<file path="src/include/sine_table.svh">
// one period of a sine, offset to mid-scale.
localparam logic [7:0] sine_table [64] = '{
    8'd128, 8'd140, 8'd153, 8'd165, 8'd177, 8'd188, 8'd199, 8'd209,
    8'd218, 8'd226, 8'd234, 8'd240, 8'd245, 8'd250, 8'd253, 8'd254,
    8'd255, 8'd254, 8'd253, 8'd250, 8'd245, 8'd240, 8'd234, 8'd226,
    8'd218, 8'd209, 8'd199, 8'd188, 8'd177, 8'd165, 8'd153, 8'd140,
    8'd128, 8'd116, 8'd103, 8'd91, 8'd79, 8'd68, 8'd57, 8'd47,
    8'd38, 8'd30, 8'd22, 8'd16, 8'd11, 8'd6, 8'd3, 8'd2,
    8'd1, 8'd2, 8'd3, 8'd6, 8'd11, 8'd16, 8'd22, 8'd30,
    8'd38, 8'd47, 8'd57, 8'd68, 8'd79, 8'd91, 8'd103, 8'd116
};

</file>
<file path="src/wavegen_pkg.sv">
package wavegen_pkg;

    localparam int N_CHANNELS = 4;
    localparam int N_PARAMS = 3;

    typedef logic [15:0] sample_t;
    typedef logic [15:0] param_t;
    typedef logic [15:0] phase_t;
    typedef logic [1:0] channel_t;
    typedef logic [7:0] reg_addr_t;
    typedef logic [31:0] bus_data_t;

    typedef enum logic [1:0] {
        SHAPE_SQUARE = 2'd0,
        SHAPE_TRIANGLE = 2'd1,
        SHAPE_SINE = 2'd2
    } shape_t;  // code 3 falls back to square.

    localparam reg_addr_t REG_CHANNEL_COUNT = 8'h00;
    localparam reg_addr_t REG_SHAPE = 8'h04;  // write also fires the latch.
    localparam reg_addr_t REG_CHANNEL_SELECT = 8'h08;
    localparam reg_addr_t REG_PERIOD = 8'h0C;
    localparam reg_addr_t REG_AMPLITUDE = 8'h10;
    localparam reg_addr_t REG_AUX = 8'h14;  // duty or slope.

    localparam int PARAM_PERIOD = 0;  // slots of the staged set.
    localparam int PARAM_AMPLITUDE = 1;
    localparam int PARAM_AUX = 2;

    // phase after one step, wrapping after period - 1, with period 0 acting as 1
    function automatic phase_t next_phase(phase_t phase, param_t period);
        return (period <= param_t'(1) || phase >= period - param_t'(1)) ? '0 : phase + 1'b1;
    endfunction

endpackage

</file>
<file path="src/axil_register_unit.sv">
`timescale 1ns/1ps

module axil_register_unit (
    input  logic clock,
    input  logic reset,
    input  wavegen_pkg::reg_addr_t awaddr,
    input  logic awvalid,
    output logic awready,
    input  wavegen_pkg::bus_data_t wdata,
    input  logic wvalid,
    output logic wready,
    output logic bvalid,
    input  logic bready,
    input  wavegen_pkg::reg_addr_t araddr,
    input  logic arvalid,
    output logic arready,
    output wavegen_pkg::bus_data_t rdata,
    output logic rvalid,
    input  logic rready,
    output logic [wavegen_pkg::N_CHANNELS-1:0] channel_enable,
    output wavegen_pkg::shape_t shape,
    output wavegen_pkg::param_t [wavegen_pkg::N_CHANNELS-1:0] period,
    output wavegen_pkg::param_t [wavegen_pkg::N_CHANNELS-1:0] amplitude,
    output wavegen_pkg::param_t [wavegen_pkg::N_CHANNELS-1:0] aux,
    output logic configured
);

    wavegen_pkg::bus_data_t channel_count;
    wavegen_pkg::channel_t channel_select;
    wavegen_pkg::param_t [wavegen_pkg::N_PARAMS-1:0] staged;
    wavegen_pkg::bus_data_t read_value;
    logic write_accept;
    logic read_accept;
    logic latch;

    assign write_accept = awready & awvalid & wvalid;
    assign read_accept = arready & arvalid;

    always_ff @(posedge clock) begin
        if (reset) begin
            awready <= 1'b0;
            wready <= 1'b0;
            bvalid <= 1'b0;
            arready <= 1'b0;
            rvalid <= 1'b0;
        end else begin
            awready <= awvalid & wvalid & ~awready & ~bvalid;  // one-cycle pulse.
            wready <= awvalid & wvalid & ~awready & ~bvalid;
            if (write_accept) begin
                bvalid <= 1'b1;
            end else if (bready) begin
                bvalid <= 1'b0;
            end
            arready <= arvalid & ~arready & ~rvalid;
            if (read_accept) begin
                rvalid <= 1'b1;
            end else if (rready) begin
                rvalid <= 1'b0;
            end
        end
    end

    always_ff @(posedge clock) begin
        if (reset) begin
            channel_count <= '0;
            shape <= wavegen_pkg::SHAPE_SQUARE;
            channel_select <= '0;
            staged <= '0;
            latch <= 1'b0;
        end else begin
            latch <= write_accept && awaddr == wavegen_pkg::REG_SHAPE;
            if (write_accept) begin
                case (awaddr)
                    wavegen_pkg::REG_CHANNEL_COUNT: channel_count <= wdata;
                    wavegen_pkg::REG_SHAPE: shape <= wavegen_pkg::shape_t'(wdata[1:0]);
                    wavegen_pkg::REG_CHANNEL_SELECT: channel_select <= wdata[1:0];
                    wavegen_pkg::REG_PERIOD: staged[wavegen_pkg::PARAM_PERIOD] <= wdata[15:0];
                    wavegen_pkg::REG_AMPLITUDE: staged[wavegen_pkg::PARAM_AMPLITUDE] <= wdata[15:0];
                    wavegen_pkg::REG_AUX: staged[wavegen_pkg::PARAM_AUX] <= wdata[15:0];
                    default: ;  // unmapped, dropped.
                endcase
            end
        end
    end

    // staged set lands in the selected channel the cycle after the shape write
    always_ff @(posedge clock) begin
        if (reset) begin
            period <= '0;
            amplitude <= '0;
            aux <= '0;
            configured <= 1'b0;
        end else if (latch) begin
            period[channel_select] <= staged[wavegen_pkg::PARAM_PERIOD];
            amplitude[channel_select] <= staged[wavegen_pkg::PARAM_AMPLITUDE];
            aux[channel_select] <= staged[wavegen_pkg::PARAM_AUX];
            configured <= 1'b1;  // sticky until reset.
        end
    end

    always_comb begin
        for (int ch = 0; ch < wavegen_pkg::N_CHANNELS; ch++) begin
            channel_enable[ch] = channel_count > wavegen_pkg::bus_data_t'(ch);
        end
    end

    always_comb begin
        case (araddr)
            wavegen_pkg::REG_CHANNEL_COUNT: read_value = channel_count;
            wavegen_pkg::REG_SHAPE: read_value = 32'(shape);
            wavegen_pkg::REG_CHANNEL_SELECT: read_value = 32'(channel_select);
            wavegen_pkg::REG_PERIOD: read_value = 32'(staged[wavegen_pkg::PARAM_PERIOD]);
            wavegen_pkg::REG_AMPLITUDE: read_value = 32'(staged[wavegen_pkg::PARAM_AMPLITUDE]);
            wavegen_pkg::REG_AUX: read_value = 32'(staged[wavegen_pkg::PARAM_AUX]);
            default: read_value = '0;
        endcase
    end

    always_ff @(posedge clock) begin
        if (read_accept) begin
            rdata <= read_value;
        end
    end

endmodule

</file>
<file path="src/square_core.sv">
`timescale 1ns/1ps

module square_core (
    input  logic clock,
    input  logic reset,
    input  logic trigger,
    input  logic enable,
    input  wavegen_pkg::param_t period,
    input  wavegen_pkg::param_t amplitude,
    input  wavegen_pkg::param_t aux,
    output wavegen_pkg::sample_t sample,
    output logic valid,
    input  logic ready
);

    wavegen_pkg::phase_t phase;
    logic step;

    assign step = trigger & enable & ~valid;  // only with the slot empty.

    always_ff @(posedge clock) begin
        if (reset) begin
            phase <= '0;
            valid <= 1'b0;
        end else if (step) begin
            phase <= wavegen_pkg::next_phase(phase, period);
            valid <= 1'b1;
        end else if (ready) begin
            valid <= 1'b0;  // popped.
        end
    end

    always_ff @(posedge clock) begin
        if (step) begin
            sample <= (phase < aux) ? amplitude : '0;  // high part of the duty.
        end
    end

endmodule

</file>
<file path="src/triangle_core.sv">
`timescale 1ns/1ps

module triangle_core (
    input  logic clock,
    input  logic reset,
    input  logic trigger,
    input  logic enable,
    input  wavegen_pkg::param_t period,
    input  wavegen_pkg::param_t amplitude,
    input  wavegen_pkg::param_t aux,
    output wavegen_pkg::sample_t sample,
    output logic valid,
    input  logic ready
);

    wavegen_pkg::phase_t phase;
    wavegen_pkg::phase_t remaining;
    wavegen_pkg::phase_t distance;
    logic step;

    assign step = trigger & enable & ~valid;
    assign remaining = period - phase;
    assign distance = (phase < remaining) ? phase : remaining;  // distance to nearest end.

    always_ff @(posedge clock) begin
        if (reset) begin
            phase <= '0;
            valid <= 1'b0;
        end else if (step) begin
            phase <= wavegen_pkg::next_phase(phase, period);
            valid <= 1'b1;
        end else if (ready) begin
            valid <= 1'b0;
        end
    end

    always_ff @(posedge clock) begin
        if (step) begin
            sample <= wavegen_pkg::sample_t'(aux * distance);  // slope times distance, wraps.
        end
    end

endmodule

</file>
<file path="src/sine_core.sv">
`timescale 1ns/1ps

module sine_core (
    input  logic clock,
    input  logic reset,
    input  logic trigger,
    input  logic enable,
    input  wavegen_pkg::param_t period,
    input  wavegen_pkg::param_t amplitude,
    output wavegen_pkg::sample_t sample,
    output logic valid,
    input  logic ready
);

`include "sine_table.svh"

    wavegen_pkg::phase_t phase;
    logic [23:0] scaled;
    logic step;

    assign step = trigger & enable & ~valid;
    assign scaled = sine_table[phase[5:0]] * amplitude;  // table repeats every 64 steps.

    always_ff @(posedge clock) begin
        if (reset) begin
            phase <= '0;
            valid <= 1'b0;
        end else if (step) begin
            phase <= wavegen_pkg::next_phase(phase, period);
            valid <= 1'b1;
        end else if (ready) begin
            valid <= 1'b0;
        end
    end

    // 8-bit table times amplitude, back down to sample scale
    always_ff @(posedge clock) begin
        if (step) begin
            sample <= scaled[23:8];
        end
    end

endmodule

</file>
<file path="src/sample_serializer.sv">
`timescale 1ns/1ps

module sample_serializer (
    input  logic clock,
    input  logic reset,
    input  wavegen_pkg::shape_t shape,
    input  logic [wavegen_pkg::N_CHANNELS-1:0] channel_enable,
    input  wavegen_pkg::sample_t [wavegen_pkg::N_CHANNELS-1:0] square_sample,
    input  wavegen_pkg::sample_t [wavegen_pkg::N_CHANNELS-1:0] triangle_sample,
    input  wavegen_pkg::sample_t [wavegen_pkg::N_CHANNELS-1:0] sine_sample,
    input  logic [wavegen_pkg::N_CHANNELS-1:0] core_valid,
    output logic [wavegen_pkg::N_CHANNELS-1:0] core_ready,
    output wavegen_pkg::sample_t out_sample,
    output wavegen_pkg::channel_t out_channel,
    output logic out_valid,
    output logic out_last,
    input  logic out_ready
);

    typedef enum logic {
        IDLE,
        SEND
    } state_t;

    state_t state;
    wavegen_pkg::channel_t pointer;
    wavegen_pkg::channel_t current;
    wavegen_pkg::sample_t selected;
    logic take;
    logic is_last;

    assign current = (state == IDLE) ? '0 : pointer;  // burst always opens on channel 0.
    assign take = core_valid[current] & (~out_valid | out_ready);

    always_comb begin
        case (shape)
            wavegen_pkg::SHAPE_TRIANGLE: selected = triangle_sample[current];
            wavegen_pkg::SHAPE_SINE: selected = sine_sample[current];
            default: selected = square_sample[current];
        endcase
    end

    always_comb begin
        if (int'(current) == wavegen_pkg::N_CHANNELS - 1) begin
            is_last = 1'b1;
        end else begin
            is_last = ~channel_enable[current + 2'd1];  // next channel is off.
        end
    end

    // pop all three cores of the channel so they stay in step
    always_comb begin
        core_ready = '0;
        core_ready[current] = take;
    end

    always_ff @(posedge clock) begin
        if (reset) begin
            state <= IDLE;
            pointer <= '0;
            out_valid <= 1'b0;
            out_last <= 1'b0;
        end else if (take) begin
            out_valid <= 1'b1;
            out_last <= is_last;
            state <= is_last ? IDLE : SEND;
            pointer <= is_last ? '0 : current + 2'd1;
        end else if (out_ready) begin
            out_valid <= 1'b0;  // drained, nothing new.
            out_last <= 1'b0;
        end
    end

    always_ff @(posedge clock) begin
        if (take) begin
            out_sample <= selected;
            out_channel <= current;
        end
    end

endmodule

</file>
<file path="src/waveform_generator.sv">
`timescale 1ns/1ps

module waveform_generator (
    input  logic clock,
    input  logic reset,
    input  logic trigger,
    input  wavegen_pkg::reg_addr_t awaddr,
    input  logic awvalid,
    output logic awready,
    input  wavegen_pkg::bus_data_t wdata,
    input  logic wvalid,
    output logic wready,
    output logic bvalid,
    input  logic bready,
    input  wavegen_pkg::reg_addr_t araddr,
    input  logic arvalid,
    output logic arready,
    output wavegen_pkg::bus_data_t rdata,
    output logic rvalid,
    input  logic rready,
    output logic configured,
    output wavegen_pkg::sample_t out_sample,
    output wavegen_pkg::channel_t out_channel,
    output logic out_valid,
    output logic out_last,
    input  logic out_ready
);

    logic [wavegen_pkg::N_CHANNELS-1:0] channel_enable;
    wavegen_pkg::shape_t shape;
    wavegen_pkg::param_t [wavegen_pkg::N_CHANNELS-1:0] period;
    wavegen_pkg::param_t [wavegen_pkg::N_CHANNELS-1:0] amplitude;
    wavegen_pkg::param_t [wavegen_pkg::N_CHANNELS-1:0] aux;
    wavegen_pkg::sample_t [wavegen_pkg::N_CHANNELS-1:0] square_sample;
    wavegen_pkg::sample_t [wavegen_pkg::N_CHANNELS-1:0] triangle_sample;
    wavegen_pkg::sample_t [wavegen_pkg::N_CHANNELS-1:0] sine_sample;
    logic [wavegen_pkg::N_CHANNELS-1:0] square_valid;
    logic [wavegen_pkg::N_CHANNELS-1:0] triangle_valid;
    logic [wavegen_pkg::N_CHANNELS-1:0] sine_valid;
    logic [wavegen_pkg::N_CHANNELS-1:0] core_ready;
    logic cores_busy;

    // channels step together, so no core takes a trigger until the burst drains
    assign cores_busy = |{square_valid, triangle_valid, sine_valid};

    axil_register_unit registers0 (
        .clock(clock), .reset(reset),
        .awaddr(awaddr), .awvalid(awvalid), .awready(awready),
        .wdata(wdata), .wvalid(wvalid), .wready(wready),
        .bvalid(bvalid), .bready(bready),
        .araddr(araddr), .arvalid(arvalid), .arready(arready),
        .rdata(rdata), .rvalid(rvalid), .rready(rready),
        .channel_enable(channel_enable), .shape(shape),
        .period(period), .amplitude(amplitude), .aux(aux),
        .configured(configured)
    );

    for (genvar ch = 0; ch < wavegen_pkg::N_CHANNELS; ch++) begin : g_channel
        square_core square0 (
            .clock(clock), .reset(reset), .trigger(trigger),
            .enable(channel_enable[ch] & ~cores_busy),
            .period(period[ch]), .amplitude(amplitude[ch]), .aux(aux[ch]),
            .sample(square_sample[ch]), .valid(square_valid[ch]), .ready(core_ready[ch])
        );

        triangle_core triangle0 (
            .clock(clock), .reset(reset), .trigger(trigger),
            .enable(channel_enable[ch] & ~cores_busy),
            .period(period[ch]), .amplitude(amplitude[ch]), .aux(aux[ch]),
            .sample(triangle_sample[ch]), .valid(triangle_valid[ch]), .ready(core_ready[ch])
        );

        sine_core sine0 (
            .clock(clock), .reset(reset), .trigger(trigger),
            .enable(channel_enable[ch] & ~cores_busy),
            .period(period[ch]), .amplitude(amplitude[ch]),
            .sample(sine_sample[ch]), .valid(sine_valid[ch]), .ready(core_ready[ch])
        );
    end

    sample_serializer serializer0 (
        .clock(clock), .reset(reset),
        .shape(shape), .channel_enable(channel_enable),
        .square_sample(square_sample), .triangle_sample(triangle_sample),
        .sine_sample(sine_sample),
        .core_valid(square_valid), .core_ready(core_ready),  // square valid speaks for the channel.
        .out_sample(out_sample), .out_channel(out_channel),
        .out_valid(out_valid), .out_last(out_last), .out_ready(out_ready)
    );

endmodule

</file>
<file path="config.mk">
export PLATFORM = sky130hd
export DESIGN_NAME = waveform_generator
export DESIGN_NICKNAME = d
export VERILOG_FILES = /design/src/wavegen_pkg.sv /design/src/axil_register_unit.sv /design/src/square_core.sv /design/src/triangle_core.sv /design/src/sine_core.sv /design/src/sample_serializer.sv /design/src/waveform_generator.sv
export VERILOG_INCLUDE_DIRS = /design/src /design/src/include
export SDC_FILE = /design/constraint.sdc
export NUM_CORES = 2
export LEC_CHECK = 0
export ABC_AREA = 1
export BUFFER_PORTS_ARGS = -buffer_cell sky130_fd_sc_hd__buf_2
export CORE_UTILIZATION = 50
export CTS_BUF_LIST = sky130_fd_sc_hd__clkbuf_16
export CTS_CLUSTER_DIAMETER = 80
export DETAILED_ROUTE_END_ITERATION = 7
export GPL_TIMING_DRIVEN = 0
export MAX_ROUTING_LAYER = met4
export PLACE_DENSITY = 0.68
export SLEW_MARGIN = 0
export SYNTH_ARGS = -nofsm -noshare
export SYNTH_HDL_FRONTEND = slang
export SYNTH_SLANG_ARGS = --single-unit
</file>
<file path="constraint.sdc">
create_clock -name clock -period 7.3 [get_ports clock]
set_input_delay 1.095 -clock clock [delete_from_list [all_inputs] [get_ports clock]]
set_output_delay 1.095 -clock clock [all_outputs]
set_load 0.02 [all_outputs]
</file>
### Yosys cells after proc, flatten, opt, wreduce, memory -nomap -nowiden

Memory sizes are Yosys's and may differ from the RTL's.
Cells that the tools add are included.

| word-level totals | value |
|---|---|
| output and inout port bits | 58 |
| memory bits (read-only) | 2048 |
| word-level logic and storage cells | 313 |
| flip-flop bits (word level) | 733 |
| memories | 4 |

| cells by class | value |
|---|---|
| eq/ne operators | 13 |
| bitwise operators | 54 |
| multipliers | 8 |
| reductions and logical operators | 39 |
| $lt $le $gt $ge | 37 |
| multiplexer cells | 70 |
| add/subtract/negate cells | 21 |

Memory list:

| name | depth | bits a word | read ports | clocked after Yosys merged registers in | wr ports | RTL line | RTL |
|---|---|---|---|---|---|---|---|
| (name not given) | 64 | 8 | 1 | 0 | 0 | sine_core.sv:22 | `assign scaled = sine_table[phase[5:0]] * amplitude;` |
| (name not given) | 64 | 8 | 1 | 0 | 0 | sine_core.sv:22 |  |
| (name not given) | 64 | 8 | 1 | 0 | 0 | sine_core.sv:22 |  |
| (name not given) | 64 | 8 | 1 | 0 | 0 | sine_core.sv:22 |  |

Operator list:

| cell | count |
|---|---|
| $mux W16 | 20 |
| $add A16 B1 Y16 const B | 12 |
| $bwmux W64 | 3 |
| $ge A16 B16 Y1 | 12 |
| $pmux W32 S6 | 1 |
| $lt A16 B16 Y1 | 8 |
| $bmux W16 S2 | 3 |
| $mul A8 B16 Y24 | 4 |
| $gt A32 B1 Y1 const B | 2 |
| $gt A32 B2 Y1 const B | 2 |
| $le A16 B1 Y1 const B | 4 |
| $mul A16 B16 Y16 | 4 |
| $mux W8 | 8 |
| $sub A16 B1 Y16 const B | 4 |
| $sub A16 B16 Y16 | 4 |
| $demux W16 S2 | 1 |
| $eq A8 B4 Y1 const B | 4 |
| $eq A8 B5 Y1 const B | 4 |
| $pmux W16 S2 | 1 |
| $reduce_bool A2 Y1 | 15 |
| $and A1 B1 Y1 | 29 |
| $ge A7 B7 Y1 const B | 4 |
| $mux W1 | 28 |
| $not A6 Y7 | 4 |
| 17 further kinds | 61 |

### Depth between registers and ports, before layout

| depth | value |
|---|---|
| depth in word-level cells | 8 |
| mapped depth | 50 |
| gate-level depth less buffers | 50 |

### Modules after synthesis

A second synthesis with hierarchy kept.

| second synthesis, totals | value |
|---|---|
| cell total of the unflattened synthesis | 11268 |
| area, all modules | 82013.7 µm² |

By module, submodules not included:

| module | instances | sequential area each (µm²) | cells each | area each (µm²) |
|---|---|---|---|---|
| sine_core at g_channel[0].sine0 ... | 3 | 820.8 | 886 | 6691.4 |
| axil_register_unit | 1 | 6606.3 | 1611 | 12409.4 |
| square_core | 4 | 820.8 | 335 | 2575.0 |
| triangle_core at g_channel[3].triangle0 | 1 | 820.8 | 1106 | 7597.3 |
| triangle_core at g_channel[2].triangle0 | 1 | 820.8 | 1045 | 7375.8 |
| triangle_core at g_channel[0].triangle0 | 1 | 820.8 | 1013 | 7307.0 |
| triangle_core at g_channel[1].triangle0 | 1 | 820.8 | 1011 | 7275.7 |
| sine_core at g_channel[1].sine0 | 1 | 820.8 | 887 | 6606.3 |
| sample_serializer | 1 | 640.6 | 578 | 2989.1 |
| waveform_generator | 1 | 0.0 | 19 | 78.8 |

### Least setup slack after synthesis

No wires, ideal clock.

| path | value |
|---|---|
| kind | register -> register |
| start point | reg registers0.period[16] (netlist name) |
| end point | reg g_channel[1].triangle0.sample[15] (data pin) |
| library setup time | 252 ps |
| cell stages (with the launch flop) | 42 |
| arrival | 7818 ps |
| slack | -770 ps |
| required time | 7048 ps |
| buffers on the path | 1 |
| cells stage by stage | dfxtp_1 inv_1 ha_1 fa_1 o21ai_0 nand2_1 nand2_1 nand3_1 nand2_1 nand2_1 and2_1 ha_1 nand2_1 o21ai_0 nor2_2 nand2_1 buf_2 o21ai_2 [... 6 more ...] fa_1 fa_1 inv_1 fa_1 inv_1 ha_1 inv_1 nor3_1 nand3_1 nand4_1 xor2_1 nand3b_1 nand2_1 inv_1 nand2_1 nand2_1 nand3b_1 nand2_1 |

| on the way | value |
|---|---|
| cells in the longest elaborated chain, start to end | 4 |

Ends and longest elaborated chain:

| what | RTL line | RTL |
|---|---|---|
| from (decl) | axil_register_unit.sv:22 | `output wavegen_pkg::param_t [wavegen_pkg::N_CHANNELS-1:0] period,` |
| from (signal, indexed assignment) | axil_register_unit.sv:94 | `period[channel_select] <= staged[wavegen_pkg::PARAM_PERIOD];` |
| $sub A16 B16 Y16 * | triangle_core.sv:22 | `assign remaining = period - phase;` |
| $lt A16 B16 Y1 | triangle_core.sv:23 | `assign distance = (phase < remaining) ? phase : remaining;` |
| $mux W16 * | triangle_core.sv:23 |  |
| $mul A16 B16 Y16 * | triangle_core.sv:39 | `sample <= wavegen_pkg::sample_t'(aux * distance);` |
| to (signal assigned) | triangle_core.sv:39 |  |
| to (decl) | triangle_core.sv:11 | `output wavegen_pkg::sample_t sample,` |

Every way passes the cells marked *; elsewhere a longest branch is shown, timed or not.
A chain may end at the register's enable or synchronous reset.

### Worst setup path after layout

Same ends and word-level chain as after synthesis.

==> flow_summary.toml <==
[critical_path]
arrival_ps = 8680
crit_top_cell = "fa_1"
cp_slowest_cell = "fa_1"
r2r_end = "g_channel[1].triangle0.sample[15]"
rr_worst_depth = 42
end_kind = "flip-flop"
r2r_start = "registers0.period[16]"
max_stage_delay_ps = 520
crit_path_start = "registers0.period[16]"
crit_required_ps = 7770
cp-endpoint = "g_channel[1].triangle0.sample[15]"
cp_top_family = "adder cells"
start_kind = "flip-flop"
regToRegSetupSlack_ps = -900
crit_fanout = 8
critPathBufInv = 8
critical_path_class = "flip-flop to flip-flop"
path_depth = 42

[placed_design]
io_buffers = 113
post-dp-hpwl_um = 220000
dp_cells = 11910
place_congestion = 1.09
dpl_worst_slack_ps = -1840
place_area_um2 = 78700

[sta]
skew_ps = 43.4
report.final.slew_viol_count = 4
relSlewSlack_pct = -9.71
hold_viol = 0
period_share_pct = 112
setup_viol = 18
tightest_slew_ps = 1630
setup_ws_ps = -902
clock.fmax_mhz = 122
rsz0062_at_grt = "yes"
period_minus_slack_ps = 8200

[clocking]
clk_pin_slew_ps = 60
tritoncts = "built"
root_buffer = "clkbuf_16"
h-tree-depth = 3
cts-buffers-inserted = 87
clockBufferDepth = 3
cts_sinks = 733
clk_latency_ps = 740

[die]
pin_count = 115
die_area_um2 = 151000
floorplan.initialDensity_pct = 50.5
core-area_um2 = 148000
die_h_um = 389
rows = 141
die_w_um = 389

[cells_and_area]
instances_no_fill = 12349
nets = 11841
multi_input_area_um2 = 53900
area_delta_synth_final_pct = 16.7
regArea_um2 = 17400
nFillCells = 13550
postLayoutCellArea_um2 = 87200
layout-drive-gt1-share_pct = 13.6

[run]
max_cap_violations = 1

[power_and_ir_drop]
max-vdd-ir-drop_v = 0.000196
leakagePower_nw = 39.5
power_density_nw_per_um2 = 108

[synthesis]
synth_seq_cells = 733
ys.flop_type = "dfxtp_1"
synth_area_um2 = 74800
synth_cells = 9861
async_flop_share_pct = 0
synth_edf_count = 242
synth_cell_types = 77
synth_top_area_share_pct = 17.6
syn_area_per_cell_um2 = 7.58
ys.warnings.count = 0
synth.top_cells.by_area = "fa_1 (18%), ha_1 (13%), dfxtp_1 (13%)"
yosysTopAreaCell = "fa_1"
syn-num-nets = 11364
ys_seq_area_share_pct = 22.9

[global_route]
grt_usage_pct = 36.6
grt_antenna_before_repair = 7
grt_max_degree = 33
grt_pass1_vias = 68484
grt_pass1_wl_um = 408000
grt-ovfl-total = 0

[drt]
drt-met1-wl_um = 112000
drc = 0
drt-pass1-iter-count = 7
vias = 70921
wl_per_cell_um = 22.2
viasPerCell = 5.74
drtIter0Drc = 7052
highest_layer = "met4"
dr_wl_met3_um = 28600
routed_wl_um = 274000
ant_nets = 0
dr_wl_met2_um = 117000

[hold_path]
hold_path_class = "flip-flop to flip-flop"

[status]
violations = "capacitance limit, slew limit, setup timing"
outcome = "finished with violations"
[state kept, by name, indices dropped and copies added, names as in the netlist, 16 cells and up]
signal / flops
g_channel.sine0.phase: 64
g_channel.square0.phase: 64
g_channel.triangle0.sample: 64
registers0.staged: 48
g_channel.square0.sample: 64
registers0.aux: 64
registers0.rdata: 32
serializer0.out_sample: 16
g_channel.sine0.sample: 64
registers0.channel_count: 32
registers0.period: 64
g_channel.triangle0.phase: 64
registers0.amplitude: 64
[synthesized netlist by cell type, drive strengths merged (9+ instances only)]
| library cell | n |
|---|---|
| xor2 | 196 |
| ha | 790 |
| edfxtp | 242 |
| and2 | 14 |
| nor3b | 11 |
| inv | 1666 |
| o22ai | 86 |
| buf | 39 |
| nor2 | 1244 |
| dfxtp | 491 |
| o21ai | 629 |
| o21bai | 26 |
| a21o | 21 |
| nor3 | 149 |
| nand4 | 93 |
| a21oi | 746 |
| o31ai | 10 |
| a31oi | 21 |
| nor4 | 43 |
| or2 | 9 |
| a211oi | 16 |
| fa | 656 |
| o221ai | 11 |
| clkinv | 25 |
| o2111ai | 10 |
| xnor2 | 67 |
| nand3 | 393 |
| o21a | 13 |
| nand2 | 1830 |
| clkbuf | 212 |
| o211ai | 24 |
| nand3b | 27 |
| a21boi | 10 |
[area by class of cell]
type	count	share of cell area (%)
multi-input cells	7189	61.8
inverters	1691	7.41
clock inverters	75	0.930
clock buffers	89	2.55
well taps	1930	2.77
diodes	6	0.0172
repair buffers	387	3.37
plain buffers	249	1.26
flip-flops and latches	733	19.9
[cells in the final DEF (no fill, tap or decap), types with 24 or more instances in the layout]
cell type | netlist | layout
nand4_1 | 91 | 91
ha_4 | 0 | 106
xor2_1 | 196 | 182
dfxtp_1 | 491 | 392
a21oi_2 | 2 | 53
o211ai_1 | 24 | 24
dfxtp_2 | 0 | 39
nor4_1 | 38 | 36
buf_4 | 5 | 233
buf_6 | 3 | 31
nand2_2 | 11 | 90
nand2_4 | 4 | 58
o21ai_0 | 611 | 581
clkinv_1 | 24 | 33
edfxtp_1 | 242 | 242
buf_2 | 23 | 130
nand2_1 | 1814 | 1675
inv_1 | 1644 | 1519
a21oi_1 | 743 | 676
fa_1 | 656 | 633
nor2_2 | 12 | 58
nand3b_1 | 27 | 27
dfxtp_4 | 0 | 60
clkbuf_1 | 212 | 206
nor2_1 | 1221 | 1167
nor3_1 | 139 | 129
o22ai_1 | 86 | 86
xnor2_1 | 67 | 59
inv_2 | 20 | 132
nand3_1 | 385 | 346
ha_1 | 790 | 677
nand3_2 | 8 | 30
clkbuf_16 | 0 | 89
[cell families (layout without fill, tap and decap cells)]
| logic type | count (synthesis) | count (layout) | share of synthesized area [%] |
|---|---|---|---|
| AO/OA/AOI/OAI | 1657 | 1658 | 12.1 |
| XOR/XNOR | 264 | 264 | 3.11 |
| adder cells (fa/ha/maj) | 1446 | 1446 | 30.8 |
| buffers and inverters | 1942 | 2491 | 9.86 |
| flip-flops | 733 | 733 | 22.9 |
| other | 0 | 6 | 0 |
| AND/OR/NAND/NOR | 3819 | 3821 | 21.3 |
[worst min-delay path by stage]
stage	start	to	slack, ps	cells past startpoint
global placement	registers0.arready	registers0.arready	430	1
CTS	registers0.rvalid	registers0.arready	450	1
global route	registers0.rvalid	registers0.arready	480	1
detailed placement	registers0.rvalid	registers0.arready	430	1
floorplan	registers0.channel_count[7]	registers0.channel_count[7]	440	2
finish	registers0.rvalid	registers0.arready	440	1
[through the flow]
| step | TNS (ps) | utilization (%) | power, W | hold WS (ps) |
|---|---|---|---|---|
| final | -6660 | 58.9 | 0.00941 | 445 |
| after CTS | -4480 | 57.5 | 0.00937 | 445 |
| after detailed placement | -23100 | 53.1 | 0.00466 | 431 |
| after global placement | -21240 | 53.1 | 0.00465 | 427 |
| after global routing | -11500 | 58.9 | 0.00960 | 478 |
| after floorplan | -163 | - | 0.00448 | 439 |
[routing by layer]
layer,track usage (%),vias up
met5,-,-
met4,18.1,0
met3,8.03,730
met2,54.2,3461
met1,47.2,33979
li1,-,32751
[report_power, final]
part	switching (W)	internal, W
logic	0.000368	0.000179
registers	0.00000478	0.00417
clock network	0.00203	0.00266
[what timing repair did]
item,4_1_cts,5_1_grt
resized for setup,524,346
endpoints found under the hold margin,0,0
hold buffers,0,0
buffers inserted,175,99
pin swaps,216,268
gates cloned,5,0
setup endpoints to repair,33,32
No activity file was read; power rests on OpenSTA's default activity.
